==> config.mk <==
export PLATFORM = sky130hd
export DESIGN_NAME = controlUnit
export DESIGN_NICKNAME = d
export VERILOG_FILES = /design/src/common/controlPkg.sv /design/src/common/decodeIf.sv /design/src/control/instructionDecoder.sv /design/src/control/conditionUnit.sv /design/src/control/cycleSequencer.sv /design/src/source/controlUnit.sv
export SDC_FILE = /design/constraint.sdc
export NUM_CORES = 1
export LEC_CHECK = 0
export BUFFER_PORTS_ARGS = -buffer_cell sky130_fd_sc_hd__clkbuf_2
export CAP_MARGIN = 20
export CORE_MARGIN = 4
export CORE_UTILIZATION = 51
export CTS_CLUSTER_DIAMETER = 50
export DETAILED_ROUTE_END_ITERATION = 16
export PLACE_DENSITY = 0.78
export SYNTH_ARGS = -nofsm -noshare
export SYNTH_HDL_FRONTEND = slang
export SYNTH_SLANG_ARGS = --single-unit
==> constraint.sdc <==
create_clock -name clock -period 2.3 [get_ports clock]
set_input_delay 0.46 -clock clock [delete_from_list [all_inputs] [get_ports clock]]
set_output_delay 0.46 -clock clock [all_outputs]
set_load 0.01 [all_outputs]
==> src/common/controlPkg.sv <==
`default_nettype none

package controlPkg;

	typedef enum logic [5:0] {
		opR = 6'h00,
		opJ = 6'h02,
		opJal = 6'h03,
		opBeq = 6'h04,
		opBne = 6'h05,
		opBle = 6'h06,
		opBgt = 6'h07,
		opAddi = 6'h08,
		opAddiu = 6'h09,
		opSlti = 6'h0a,
		opLw = 6'h23,
		opSw = 6'h2b
	} opcodeT;

	typedef enum logic [5:0] {
		fnJr = 6'h08,
		fnBreak = 6'h0d,
		fnAdd = 6'h20,
		fnSub = 6'h22,
		fnAnd = 6'h24,
		fnSlt = 6'h2a
	} functT;

	typedef enum logic [3:0] {
		classAluReg,
		classAluImm,
		classSetLess,
		classLoad,
		classStore,
		classBranch,
		classJump,
		classJumpLink,
		classJumpReg,
		classHalt,
		classIllegal
	} instrClassT;

	typedef enum logic [1:0] {
		condEqual = 2'b00,
		condNotEqual = 2'b01,
		condLessEqual = 2'b10,
		condGreater = 2'b11
	} condKindT;

	typedef enum logic [2:0] {
		aluPass = 3'b000,
		aluAdd = 3'b001,
		aluSub = 3'b010,
		aluAnd = 3'b011,
		aluCompare = 3'b111
	} aluOpT;

	typedef enum logic [2:0] {
		iorPc = 3'b001,
		iorIllegalVector = 3'b010,
		iorOverflowVector = 3'b011,
		iorAluOut = 3'b101
	} iorDT;

	typedef enum logic [1:0] {
		srcAPc = 2'b00,
		srcARegA = 2'b10
	} aluSrcAT;

	typedef enum logic [2:0] {
		srcBRegB = 3'b000,
		srcBFour = 3'b010,
		srcBBranchOffset = 3'b011,
		srcBImmediate = 3'b100
	} aluSrcBT;

	typedef enum logic [1:0] {
		pcJumpTarget = 2'b00,
		pcAluResult = 2'b01,
		pcBranchTarget = 2'b11
	} pcSourceT;

	typedef enum logic [1:0] {
		dstRt = 2'b00,
		dstRd = 2'b01,
		dstRa = 2'b11
	} regDstT;

	typedef enum logic [3:0] {
		wbAluOut = 4'b0000,
		wbMdr = 4'b0001,
		wbPcLink = 4'b0101,
		wbZero = 4'b1001,
		wbOne = 4'b1010
	} memToRegT;

endpackage

`default_nettype wire

==> src/common/decodeIf.sv <==
`default_nettype none

interface decodeIf;

	controlPkg::instrClassT instrClass;
	controlPkg::aluOpT aluOp;
	controlPkg::condKindT condKind;
	logic trapsOnOverflow;
	logic immediateOperand; // ALU B from immediate, rt as destination.

	modport producer (
		output instrClass,
		output aluOp,
		output condKind,
		output trapsOnOverflow,
		output immediateOperand
	);

	modport consumer (
		input instrClass,
		input aluOp,
		input condKind,
		input trapsOnOverflow,
		input immediateOperand
	);

endinterface

`default_nettype wire

==> src/control/instructionDecoder.sv <==
`default_nettype none

module instructionDecoder (
	input controlPkg::opcodeT opcode,
	input controlPkg::functT funct,
	decodeIf.producer decode
);

	always_comb begin
		decode.instrClass = controlPkg::classIllegal;
		decode.aluOp = controlPkg::aluPass;
		decode.condKind = controlPkg::condEqual;
		decode.trapsOnOverflow = 1'b0;
		decode.immediateOperand = 1'b0;
		case (opcode)
			controlPkg::opR: begin
				case (funct)
					controlPkg::fnAdd: begin
						decode.instrClass = controlPkg::classAluReg;
						decode.aluOp = controlPkg::aluAdd;
						decode.trapsOnOverflow = 1'b1;
					end
					controlPkg::fnSub: begin
						decode.instrClass = controlPkg::classAluReg;
						decode.aluOp = controlPkg::aluSub;
						decode.trapsOnOverflow = 1'b1;
					end
					controlPkg::fnAnd: begin
						decode.instrClass = controlPkg::classAluReg;
						decode.aluOp = controlPkg::aluAnd;
					end
					controlPkg::fnSlt: begin
						decode.instrClass = controlPkg::classSetLess;
						decode.aluOp = controlPkg::aluCompare;
					end
					controlPkg::fnJr: decode.instrClass = controlPkg::classJumpReg;
					controlPkg::fnBreak: decode.instrClass = controlPkg::classHalt;
					default: decode.instrClass = controlPkg::classIllegal;
				endcase
			end
			controlPkg::opAddi, controlPkg::opAddiu: begin
				decode.instrClass = controlPkg::classAluImm;
				decode.aluOp = controlPkg::aluAdd;
				decode.immediateOperand = 1'b1;
				decode.trapsOnOverflow = (opcode == controlPkg::opAddi); // addiu never traps.
			end
			controlPkg::opSlti: begin
				decode.instrClass = controlPkg::classSetLess;
				decode.aluOp = controlPkg::aluCompare;
				decode.immediateOperand = 1'b1;
			end
			controlPkg::opBeq, controlPkg::opBne: begin
				decode.instrClass = controlPkg::classBranch;
				decode.aluOp = controlPkg::aluSub;
				decode.condKind = (opcode == controlPkg::opBeq) ?
					controlPkg::condEqual : controlPkg::condNotEqual;
			end
			controlPkg::opBle, controlPkg::opBgt: begin
				decode.instrClass = controlPkg::classBranch;
				decode.aluOp = controlPkg::aluCompare;
				decode.condKind = (opcode == controlPkg::opBle) ?
					controlPkg::condLessEqual : controlPkg::condGreater;
			end
			controlPkg::opLw, controlPkg::opSw: begin
				decode.instrClass = (opcode == controlPkg::opLw) ?
					controlPkg::classLoad : controlPkg::classStore;
				decode.aluOp = controlPkg::aluAdd; // Base plus offset.
				decode.immediateOperand = 1'b1;
			end
			controlPkg::opJ: decode.instrClass = controlPkg::classJump;
			controlPkg::opJal: decode.instrClass = controlPkg::classJumpLink;
			default: decode.instrClass = controlPkg::classIllegal;
		endcase
	end

endmodule

`default_nettype wire

==> src/control/conditionUnit.sv <==
`default_nettype none

module conditionUnit (
	input logic clock,
	input logic reset,
	decodeIf.consumer decode,
	input logic sampleFlags,
	input logic zero,
	input logic overflow,
	input logic greater,
	output logic branchTaken,
	output logic overflowTrap
);

	logic takenNow;

	always_comb begin
		case (decode.condKind)
			controlPkg::condEqual: takenNow = zero;
			controlPkg::condNotEqual: takenNow = !zero;
			controlPkg::condLessEqual: takenNow = !greater;
			default: takenNow = greater;
		endcase
	end

	// Results hold until the next compare step.
	always_ff @(posedge clock) begin
		if (reset) begin
			branchTaken <= 1'b0;
			overflowTrap <= 1'b0;
		end else if (sampleFlags) begin
			branchTaken <= takenNow;
			overflowTrap <= overflow && decode.trapsOnOverflow;
		end
	end

endmodule

`default_nettype wire

==> src/control/cycleSequencer.sv <==
`default_nettype none

module cycleSequencer (
	input logic clock,
	input logic reset,
	decodeIf.consumer decode,
	input logic lessThan,
	input logic branchTaken,
	input logic overflowTrap,
	output logic sampleFlags,
	output logic memReq,
	input logic memAck,
	output logic memWrite,
	output controlPkg::iorDT iorD,
	output controlPkg::aluSrcAT aluSrcA,
	output controlPkg::aluSrcBT aluSrcB,
	output controlPkg::aluOpT aluOp,
	output controlPkg::pcSourceT pcSource,
	output logic aluOrMem,
	output controlPkg::regDstT regDst,
	output controlPkg::memToRegT memToReg,
	output logic pcWrite,
	output logic regWrite,
	output logic irWrite,
	output logic mdrWrite,
	output logic aWrite,
	output logic bWrite,
	output logic aluOutWrite,
	output logic epcWrite
);

	typedef enum logic [4:0] {
		sIdle,
		sFetchReq,
		sFetchLatch,
		sFetchRelease,
		sDecode,
		sExecute,
		sWriteBack,
		sBranch,
		sMemReq,
		sMemLatch,
		sMemRelease,
		sLoadWrite,
		sJumpLink,
		sJump,
		sJumpReg,
		sTrapEpc,
		sTrapReq,
		sTrapLatch,
		sTrapRelease,
		sTrapJump,
		sHalt
	} stateT;

	stateT state;
	stateT nextState;
	logic lessReg; // Compare result kept for write-back.
	logic isStore;
	controlPkg::iorDT trapVector;

	assign isStore = (decode.instrClass == controlPkg::classStore);
	assign trapVector = (decode.instrClass == controlPkg::classIllegal) ?
		controlPkg::iorIllegalVector : controlPkg::iorOverflowVector;

	always_ff @(posedge clock) begin
		if (reset) begin
			state <= sIdle;
			lessReg <= 1'b0;
		end else begin
			state <= nextState;
			if (state == sExecute)
				lessReg <= lessThan;
		end
	end

	always_comb begin
		nextState = state;
		sampleFlags = 1'b0;
		memReq = 1'b0;
		memWrite = 1'b0;
		iorD = controlPkg::iorPc;
		aluSrcA = controlPkg::srcAPc; // Defaults form pc plus four.
		aluSrcB = controlPkg::srcBFour;
		aluOp = controlPkg::aluAdd;
		pcSource = controlPkg::pcAluResult;
		aluOrMem = 1'b0;
		regDst = controlPkg::dstRt;
		memToReg = controlPkg::wbAluOut;
		pcWrite = 1'b0;
		regWrite = 1'b0;
		irWrite = 1'b0;
		mdrWrite = 1'b0;
		aWrite = 1'b0;
		bWrite = 1'b0;
		aluOutWrite = 1'b0;
		epcWrite = 1'b0;
		case (state)
			sIdle: nextState = sFetchReq;
			sFetchReq: begin
				memReq = 1'b1;
				if (memAck)
					nextState = sFetchLatch;
			end
			sFetchLatch: begin
				irWrite = 1'b1;
				pcWrite = 1'b1;
				nextState = sFetchRelease;
			end
			sFetchRelease: begin
				if (!memAck)
					nextState = sDecode;
			end
			sDecode: begin
				aWrite = 1'b1;
				bWrite = 1'b1;
				aluOutWrite = 1'b1; // Branch target, used only by branches.
				aluSrcB = controlPkg::srcBBranchOffset;
				case (decode.instrClass)
					controlPkg::classJump: nextState = sJump;
					controlPkg::classJumpLink: nextState = sJumpLink;
					controlPkg::classJumpReg: nextState = sJumpReg;
					controlPkg::classHalt: nextState = sHalt;
					controlPkg::classIllegal: nextState = sTrapEpc;
					default: nextState = sExecute;
				endcase
			end
			sExecute: begin
				aluSrcA = controlPkg::srcARegA;
				aluSrcB = decode.immediateOperand ?
					controlPkg::srcBImmediate : controlPkg::srcBRegB;
				aluOp = decode.aluOp;
				case (decode.instrClass)
					controlPkg::classBranch: begin
						sampleFlags = 1'b1; // Keeps the branch target in aluOut.
						nextState = sBranch;
					end
					controlPkg::classLoad, controlPkg::classStore: begin
						aluOutWrite = 1'b1;
						nextState = sMemReq;
					end
					default: begin
						sampleFlags = 1'b1;
						aluOutWrite = 1'b1;
						nextState = sWriteBack;
					end
				endcase
			end
			sWriteBack: begin
				regWrite = !overflowTrap;
				regDst = decode.immediateOperand ? controlPkg::dstRt : controlPkg::dstRd;
				if (decode.instrClass == controlPkg::classSetLess)
					memToReg = lessReg ? controlPkg::wbOne : controlPkg::wbZero;
				nextState = overflowTrap ? sTrapEpc : sFetchReq;
			end
			sBranch: begin
				pcWrite = branchTaken;
				pcSource = controlPkg::pcBranchTarget;
				nextState = sFetchReq;
			end
			sMemReq: begin
				memReq = 1'b1;
				memWrite = isStore;
				iorD = controlPkg::iorAluOut;
				if (memAck)
					nextState = sMemLatch;
			end
			sMemLatch: begin
				memWrite = isStore;
				iorD = controlPkg::iorAluOut;
				mdrWrite = !isStore;
				nextState = sMemRelease;
			end
			sMemRelease: begin
				memWrite = isStore;
				iorD = controlPkg::iorAluOut;
				if (!memAck)
					nextState = isStore ? sFetchReq : sLoadWrite;
			end
			sLoadWrite: begin
				regWrite = 1'b1;
				memToReg = controlPkg::wbMdr;
				nextState = sFetchReq;
			end
			sJumpLink: begin
				regWrite = 1'b1;
				regDst = controlPkg::dstRa;
				memToReg = controlPkg::wbPcLink;
				nextState = sJump;
			end
			sJump: begin
				pcWrite = 1'b1;
				pcSource = controlPkg::pcJumpTarget;
				nextState = sFetchReq;
			end
			sJumpReg: begin
				pcWrite = 1'b1;
				aluSrcA = controlPkg::srcARegA;
				aluOp = controlPkg::aluPass;
				nextState = sFetchReq;
			end
			sTrapEpc: begin
				epcWrite = 1'b1;
				aluOp = controlPkg::aluSub; // Address of the faulting word.
				nextState = sTrapReq;
			end
			sTrapReq: begin
				memReq = 1'b1;
				iorD = trapVector;
				if (memAck)
					nextState = sTrapLatch;
			end
			sTrapLatch: begin
				iorD = trapVector;
				mdrWrite = 1'b1;
				nextState = sTrapRelease;
			end
			sTrapRelease: begin
				iorD = trapVector;
				if (!memAck)
					nextState = sTrapJump;
			end
			sTrapJump: begin
				pcWrite = 1'b1;
				aluOrMem = 1'b1; // Handler address from the MDR.
				nextState = sFetchReq;
			end
			sHalt: nextState = sHalt;
			default: nextState = sIdle;
		endcase
	end

endmodule

`default_nettype wire

==> src/source/controlUnit.sv <==
`default_nettype none

module controlUnit (
	input logic clock,
	input logic reset,
	input logic [5:0] opcode,
	input logic [5:0] funct,
	input logic zero,
	input logic overflow,
	input logic greater,
	input logic lessThan,
	input logic memAck,
	output logic memReq,
	output logic memWrite,
	output controlPkg::iorDT iorD,
	output controlPkg::aluSrcAT aluSrcA,
	output controlPkg::aluSrcBT aluSrcB,
	output controlPkg::aluOpT aluOp,
	output controlPkg::pcSourceT pcSource,
	output logic aluOrMem,
	output controlPkg::regDstT regDst,
	output controlPkg::memToRegT memToReg,
	output logic pcWrite,
	output logic regWrite,
	output logic irWrite,
	output logic mdrWrite,
	output logic aWrite,
	output logic bWrite,
	output logic aluOutWrite,
	output logic epcWrite
);

	logic sampleFlags;
	logic branchTaken;
	logic overflowTrap;

	decodeIf decodeBus ();

	// Raw fields may hold codes outside the enums.
	instructionDecoder decoder (
		.opcode(controlPkg::opcodeT'(opcode)),
		.funct(controlPkg::functT'(funct)),
		.decode(decodeBus.producer)
	);

	conditionUnit conditions (
		.clock(clock),
		.reset(reset),
		.decode(decodeBus.consumer),
		.sampleFlags(sampleFlags),
		.zero(zero),
		.overflow(overflow),
		.greater(greater),
		.branchTaken(branchTaken),
		.overflowTrap(overflowTrap)
	);

	cycleSequencer sequencer (
		.clock(clock),
		.reset(reset),
		.decode(decodeBus.consumer),
		.lessThan(lessThan),
		.branchTaken(branchTaken),
		.overflowTrap(overflowTrap),
		.sampleFlags(sampleFlags),
		.memReq(memReq),
		.memAck(memAck),
		.memWrite(memWrite),
		.iorD(iorD),
		.aluSrcA(aluSrcA),
		.aluSrcB(aluSrcB),
		.aluOp(aluOp),
		.pcSource(pcSource),
		.aluOrMem(aluOrMem),
		.regDst(regDst),
		.memToReg(memToReg),
		.pcWrite(pcWrite),
		.regWrite(regWrite),
		.irWrite(irWrite),
		.mdrWrite(mdrWrite),
		.aWrite(aWrite),
		.bWrite(bWrite),
		.aluOutWrite(aluOutWrite),
		.epcWrite(epcWrite)
	);

endmodule

`default_nettype wire

==> impl_metrics.env <==
export IMPL_p_comb_frac=0.736
export IMPL_clockBufferDepth=2
export IMPL_cts_buffers=3
export IMPL_grt_pass1_wl_mm=9.34
export IMPL_critPathKind="in2out"
export IMPL_place_area_um2=1990
export IMPL_cts_sinks=8
export IMPL_relSlewSlack=0.593
export IMPL_via_per_inst=6.94
export IMPL_p_leak_uw=0.00103
export IMPL_syn_area_per_cell_um2=6.70
export IMPL_tns_ps=-1120
export IMPL_critPathMaxFanout=8
export IMPL_fmax_mhz=389
export IMPL_die_area_um2=3870
export IMPL_drc=0
export IMPL_synth_edf_count=0
export IMPL_antenna_left=0
export IMPL_outcome="complete, but fails checks"
export IMPL_gp_congestion=1.05
export IMPL_period_needed_ps=2570
export IMPL_grt_setup_unrepaired="yes"
export IMPL_maxSlewViolCount=0
export IMPL_setup_ws_ps=-270
export IMPL_synthDistinctLibCells=61
export IMPL_port_buffer_count=47
export IMPL_rows=19
export IMPL_synth_async_reset_ratio=0
export IMPL_grt_antenna_before_repair=0
export IMPL_max_cap_violations=0
export IMPL_drt_iter0_drc=342
export IMPL_critPathArrivalTime_ps=2110
export IMPL_hold_viol=0
export IMPL_critical_path_required_ps=1840
export IMPL_fillCellCount=168
export IMPL_dp_cells=334
export IMPL_netSwitchingFraction=0.500
export IMPL_final_nets=338
export IMPL_grt_pass1_vias=1997
export IMPL_grt_max_degree=18
export IMPL_wirelength_mm=7.51
export IMPL_drive_gt1_frac=0.476
export IMPL_stdcell_area_um2=2320
export IMPL_setup_violations=8
export IMPL_ys_warn_count=0
export IMPL_power_frac_clock=0.088
export IMPL_start_util=0.539
export IMPL_p_int_uw=606
export IMPL_dr_pass1_iters=5
export IMPL_final_common_cell="buf_4"
export IMPL_cts_tree="built"
export IMPL_num_vias=2415
export IMPL_seq_area_frac_synth=0.107
export IMPL_wl_per_cell_um=21.6
export IMPL_diodes=0
export IMPL_num_io_pins=49
export IMPL_die_x_um=62.2
export IMPL_clk_pin_slew_ps=50
export IMPL_hp_class="in2reg"
export IMPL_netlist_instances=224
export IMPL_final_cell_mix="buf_4, clkbuf_2, nor2_1, nand2_1, o21ai_0"
export IMPL_netlist_area_um2=1500
export IMPL_fin_skew_ps=0.838
export IMPL_seq_power_share=0.176
export IMPL_htreeDepth=1
export IMPL_violations="negative setup slack"
export IMPL_post_route_period_util=1.12
export IMPL_peakVddDrop_mv=0.850
export IMPL_synth_nets=243
export IMPL_finalNonFillerCells=348
export IMPL_critPathCaptureType="output port"
export IMPL_power_switching_uw=607
export IMPL_grt_usage=0.287
export IMPL_fp_dieH_um=62.2
export IMPL_root_buffer="clkbuf_4"
export IMPL_ys_flop_type="dfxtp_1"
export IMPL_hpwl_mm=4.21
export IMPL_critPathLaunchType="primary input"
export IMPL_insertion_delay_ps=250
export IMPL_core_um2=2780
export IMPL_worst_pin_slew_ps=606
export IMPL_grt_ovfl_total=0
export IMPL_pwr_density_cell_nw_per_um2=524
export IMPL_synth_seq_cells=8
export IMPL_synthToLayoutAreaGrowth_pct=54.4
export IMPL_cts_hold_buf=0
## power by group through the flow
stage               sequential [µW]  combinational (µW)  clock [µW]
global route                    216                 950         118
global placement                210                 763           0
detailed placement              211                 777           0
CTS                             208                 807         107
floorplan                       187                 498           0
finish                          214                 894         106
## cell type report
type	count	area, µm²	area share
Clock buffer	3	22.5	0.00972
Multi-Input combinational cell	191	1310	0.567
Timing Repair Buffer	108	753	0.325
Sequential cell	8	161	0.0697
Inverter	7	26.3	0.0113
Tap cell	31	38.8	0.0167
## registers in the layout, summed over array words and instances (netlist names)
name                     flops
conditions.branchTaken       1
conditions.overflowTrap      1
sequencer.state              5
sequencer.lessReg            1
## per-stage QoR
step,total power (µW),hold WS [ps],utilization,worst slack (ps)
finish,1210,486,0.833,-270
global route,1280,489,0.833,-307
CTS,1120,455,0.773,-173
detailed placement,988,517,0.717,-230
global placement,973,495,0.717,-164
floorplan,685,464,-,10.6
## worst paths after layout
kind	startpoint	end	slack [ps]	depth (start not counted)
worst min register to register	sequencer.lessReg	sequencer.lessReg	580	2
worst max-delay path	opcode[1]	memToReg[0]	-270	8
worst max register to register	sequencer.state[0]	sequencer.state[2]	340	6
worst min-delay path	memAck	sequencer.state[1]	490	2
## critical path: stages
cell,delay (ps)
buf_2,160
nand2b_1,200
a211oi_2,380
o311ai_4,170
nor4_2,240
and3_4,230
a22o_1,140
clkbuf_2,130
## cell usage after synthesis (3+ instances only)
cell type / n / area share
a211oi_1: 4 / 0.020
a21oi_1: 12 / 0.040
a31oi_1: 5 / 0.021
and2_1: 3 / 0.013
buf_4: 3 / 0.015
buf_6: 4 / 0.030
clkbuf_1: 5 / 0.013
clkbuf_8: 6 / 0.055
dfxtp_1: 8 / 0.11
inv_1: 7 / 0.018
nand2_1: 21 / 0.053
nand2b_1: 8 / 0.033
nand3_1: 7 / 0.023
nor2_1: 31 / 0.078
nor2b_1: 9 / 0.038
nor3_1: 10 / 0.033
nor4_1: 8 / 0.033
o21ai_0: 18 / 0.060
or2b_2: 3 / 0.018
## cell families (layout without fill, tap and decap cells)
kind of cell | after synthesis | count (layout) | synth area share
AND/OR/NAND/NOR | 121 | 121 | 0.436
AO/OA/AOI/OAI | 63 | 63 | 0.282
buffers and inverters | 25 | 118 | 0.130
flip-flops | 8 | 8 | 0.107
multiplexers | 4 | 4 | 0.0309
XOR/XNOR | 2 | 2 | 0.0117
other | 1 | 1 | 0.00250
## layer usage
metal,part of all wire,track usage,vias to the layer above
met3,0.13,0.0505,80
met4,0.088,0.146,0
met2,0.45,0.475,256
li1,-,-,1007
met1,0.33,0.350,1072
met5,0,0,-
## timing repair
item                       CTS  global route
setup endpoints to repair    7            14
setup buffers               10             2
pin swaps                    9            15
resized for setup           15            46
Note: power is estimated with default switching activity, not from simulation.
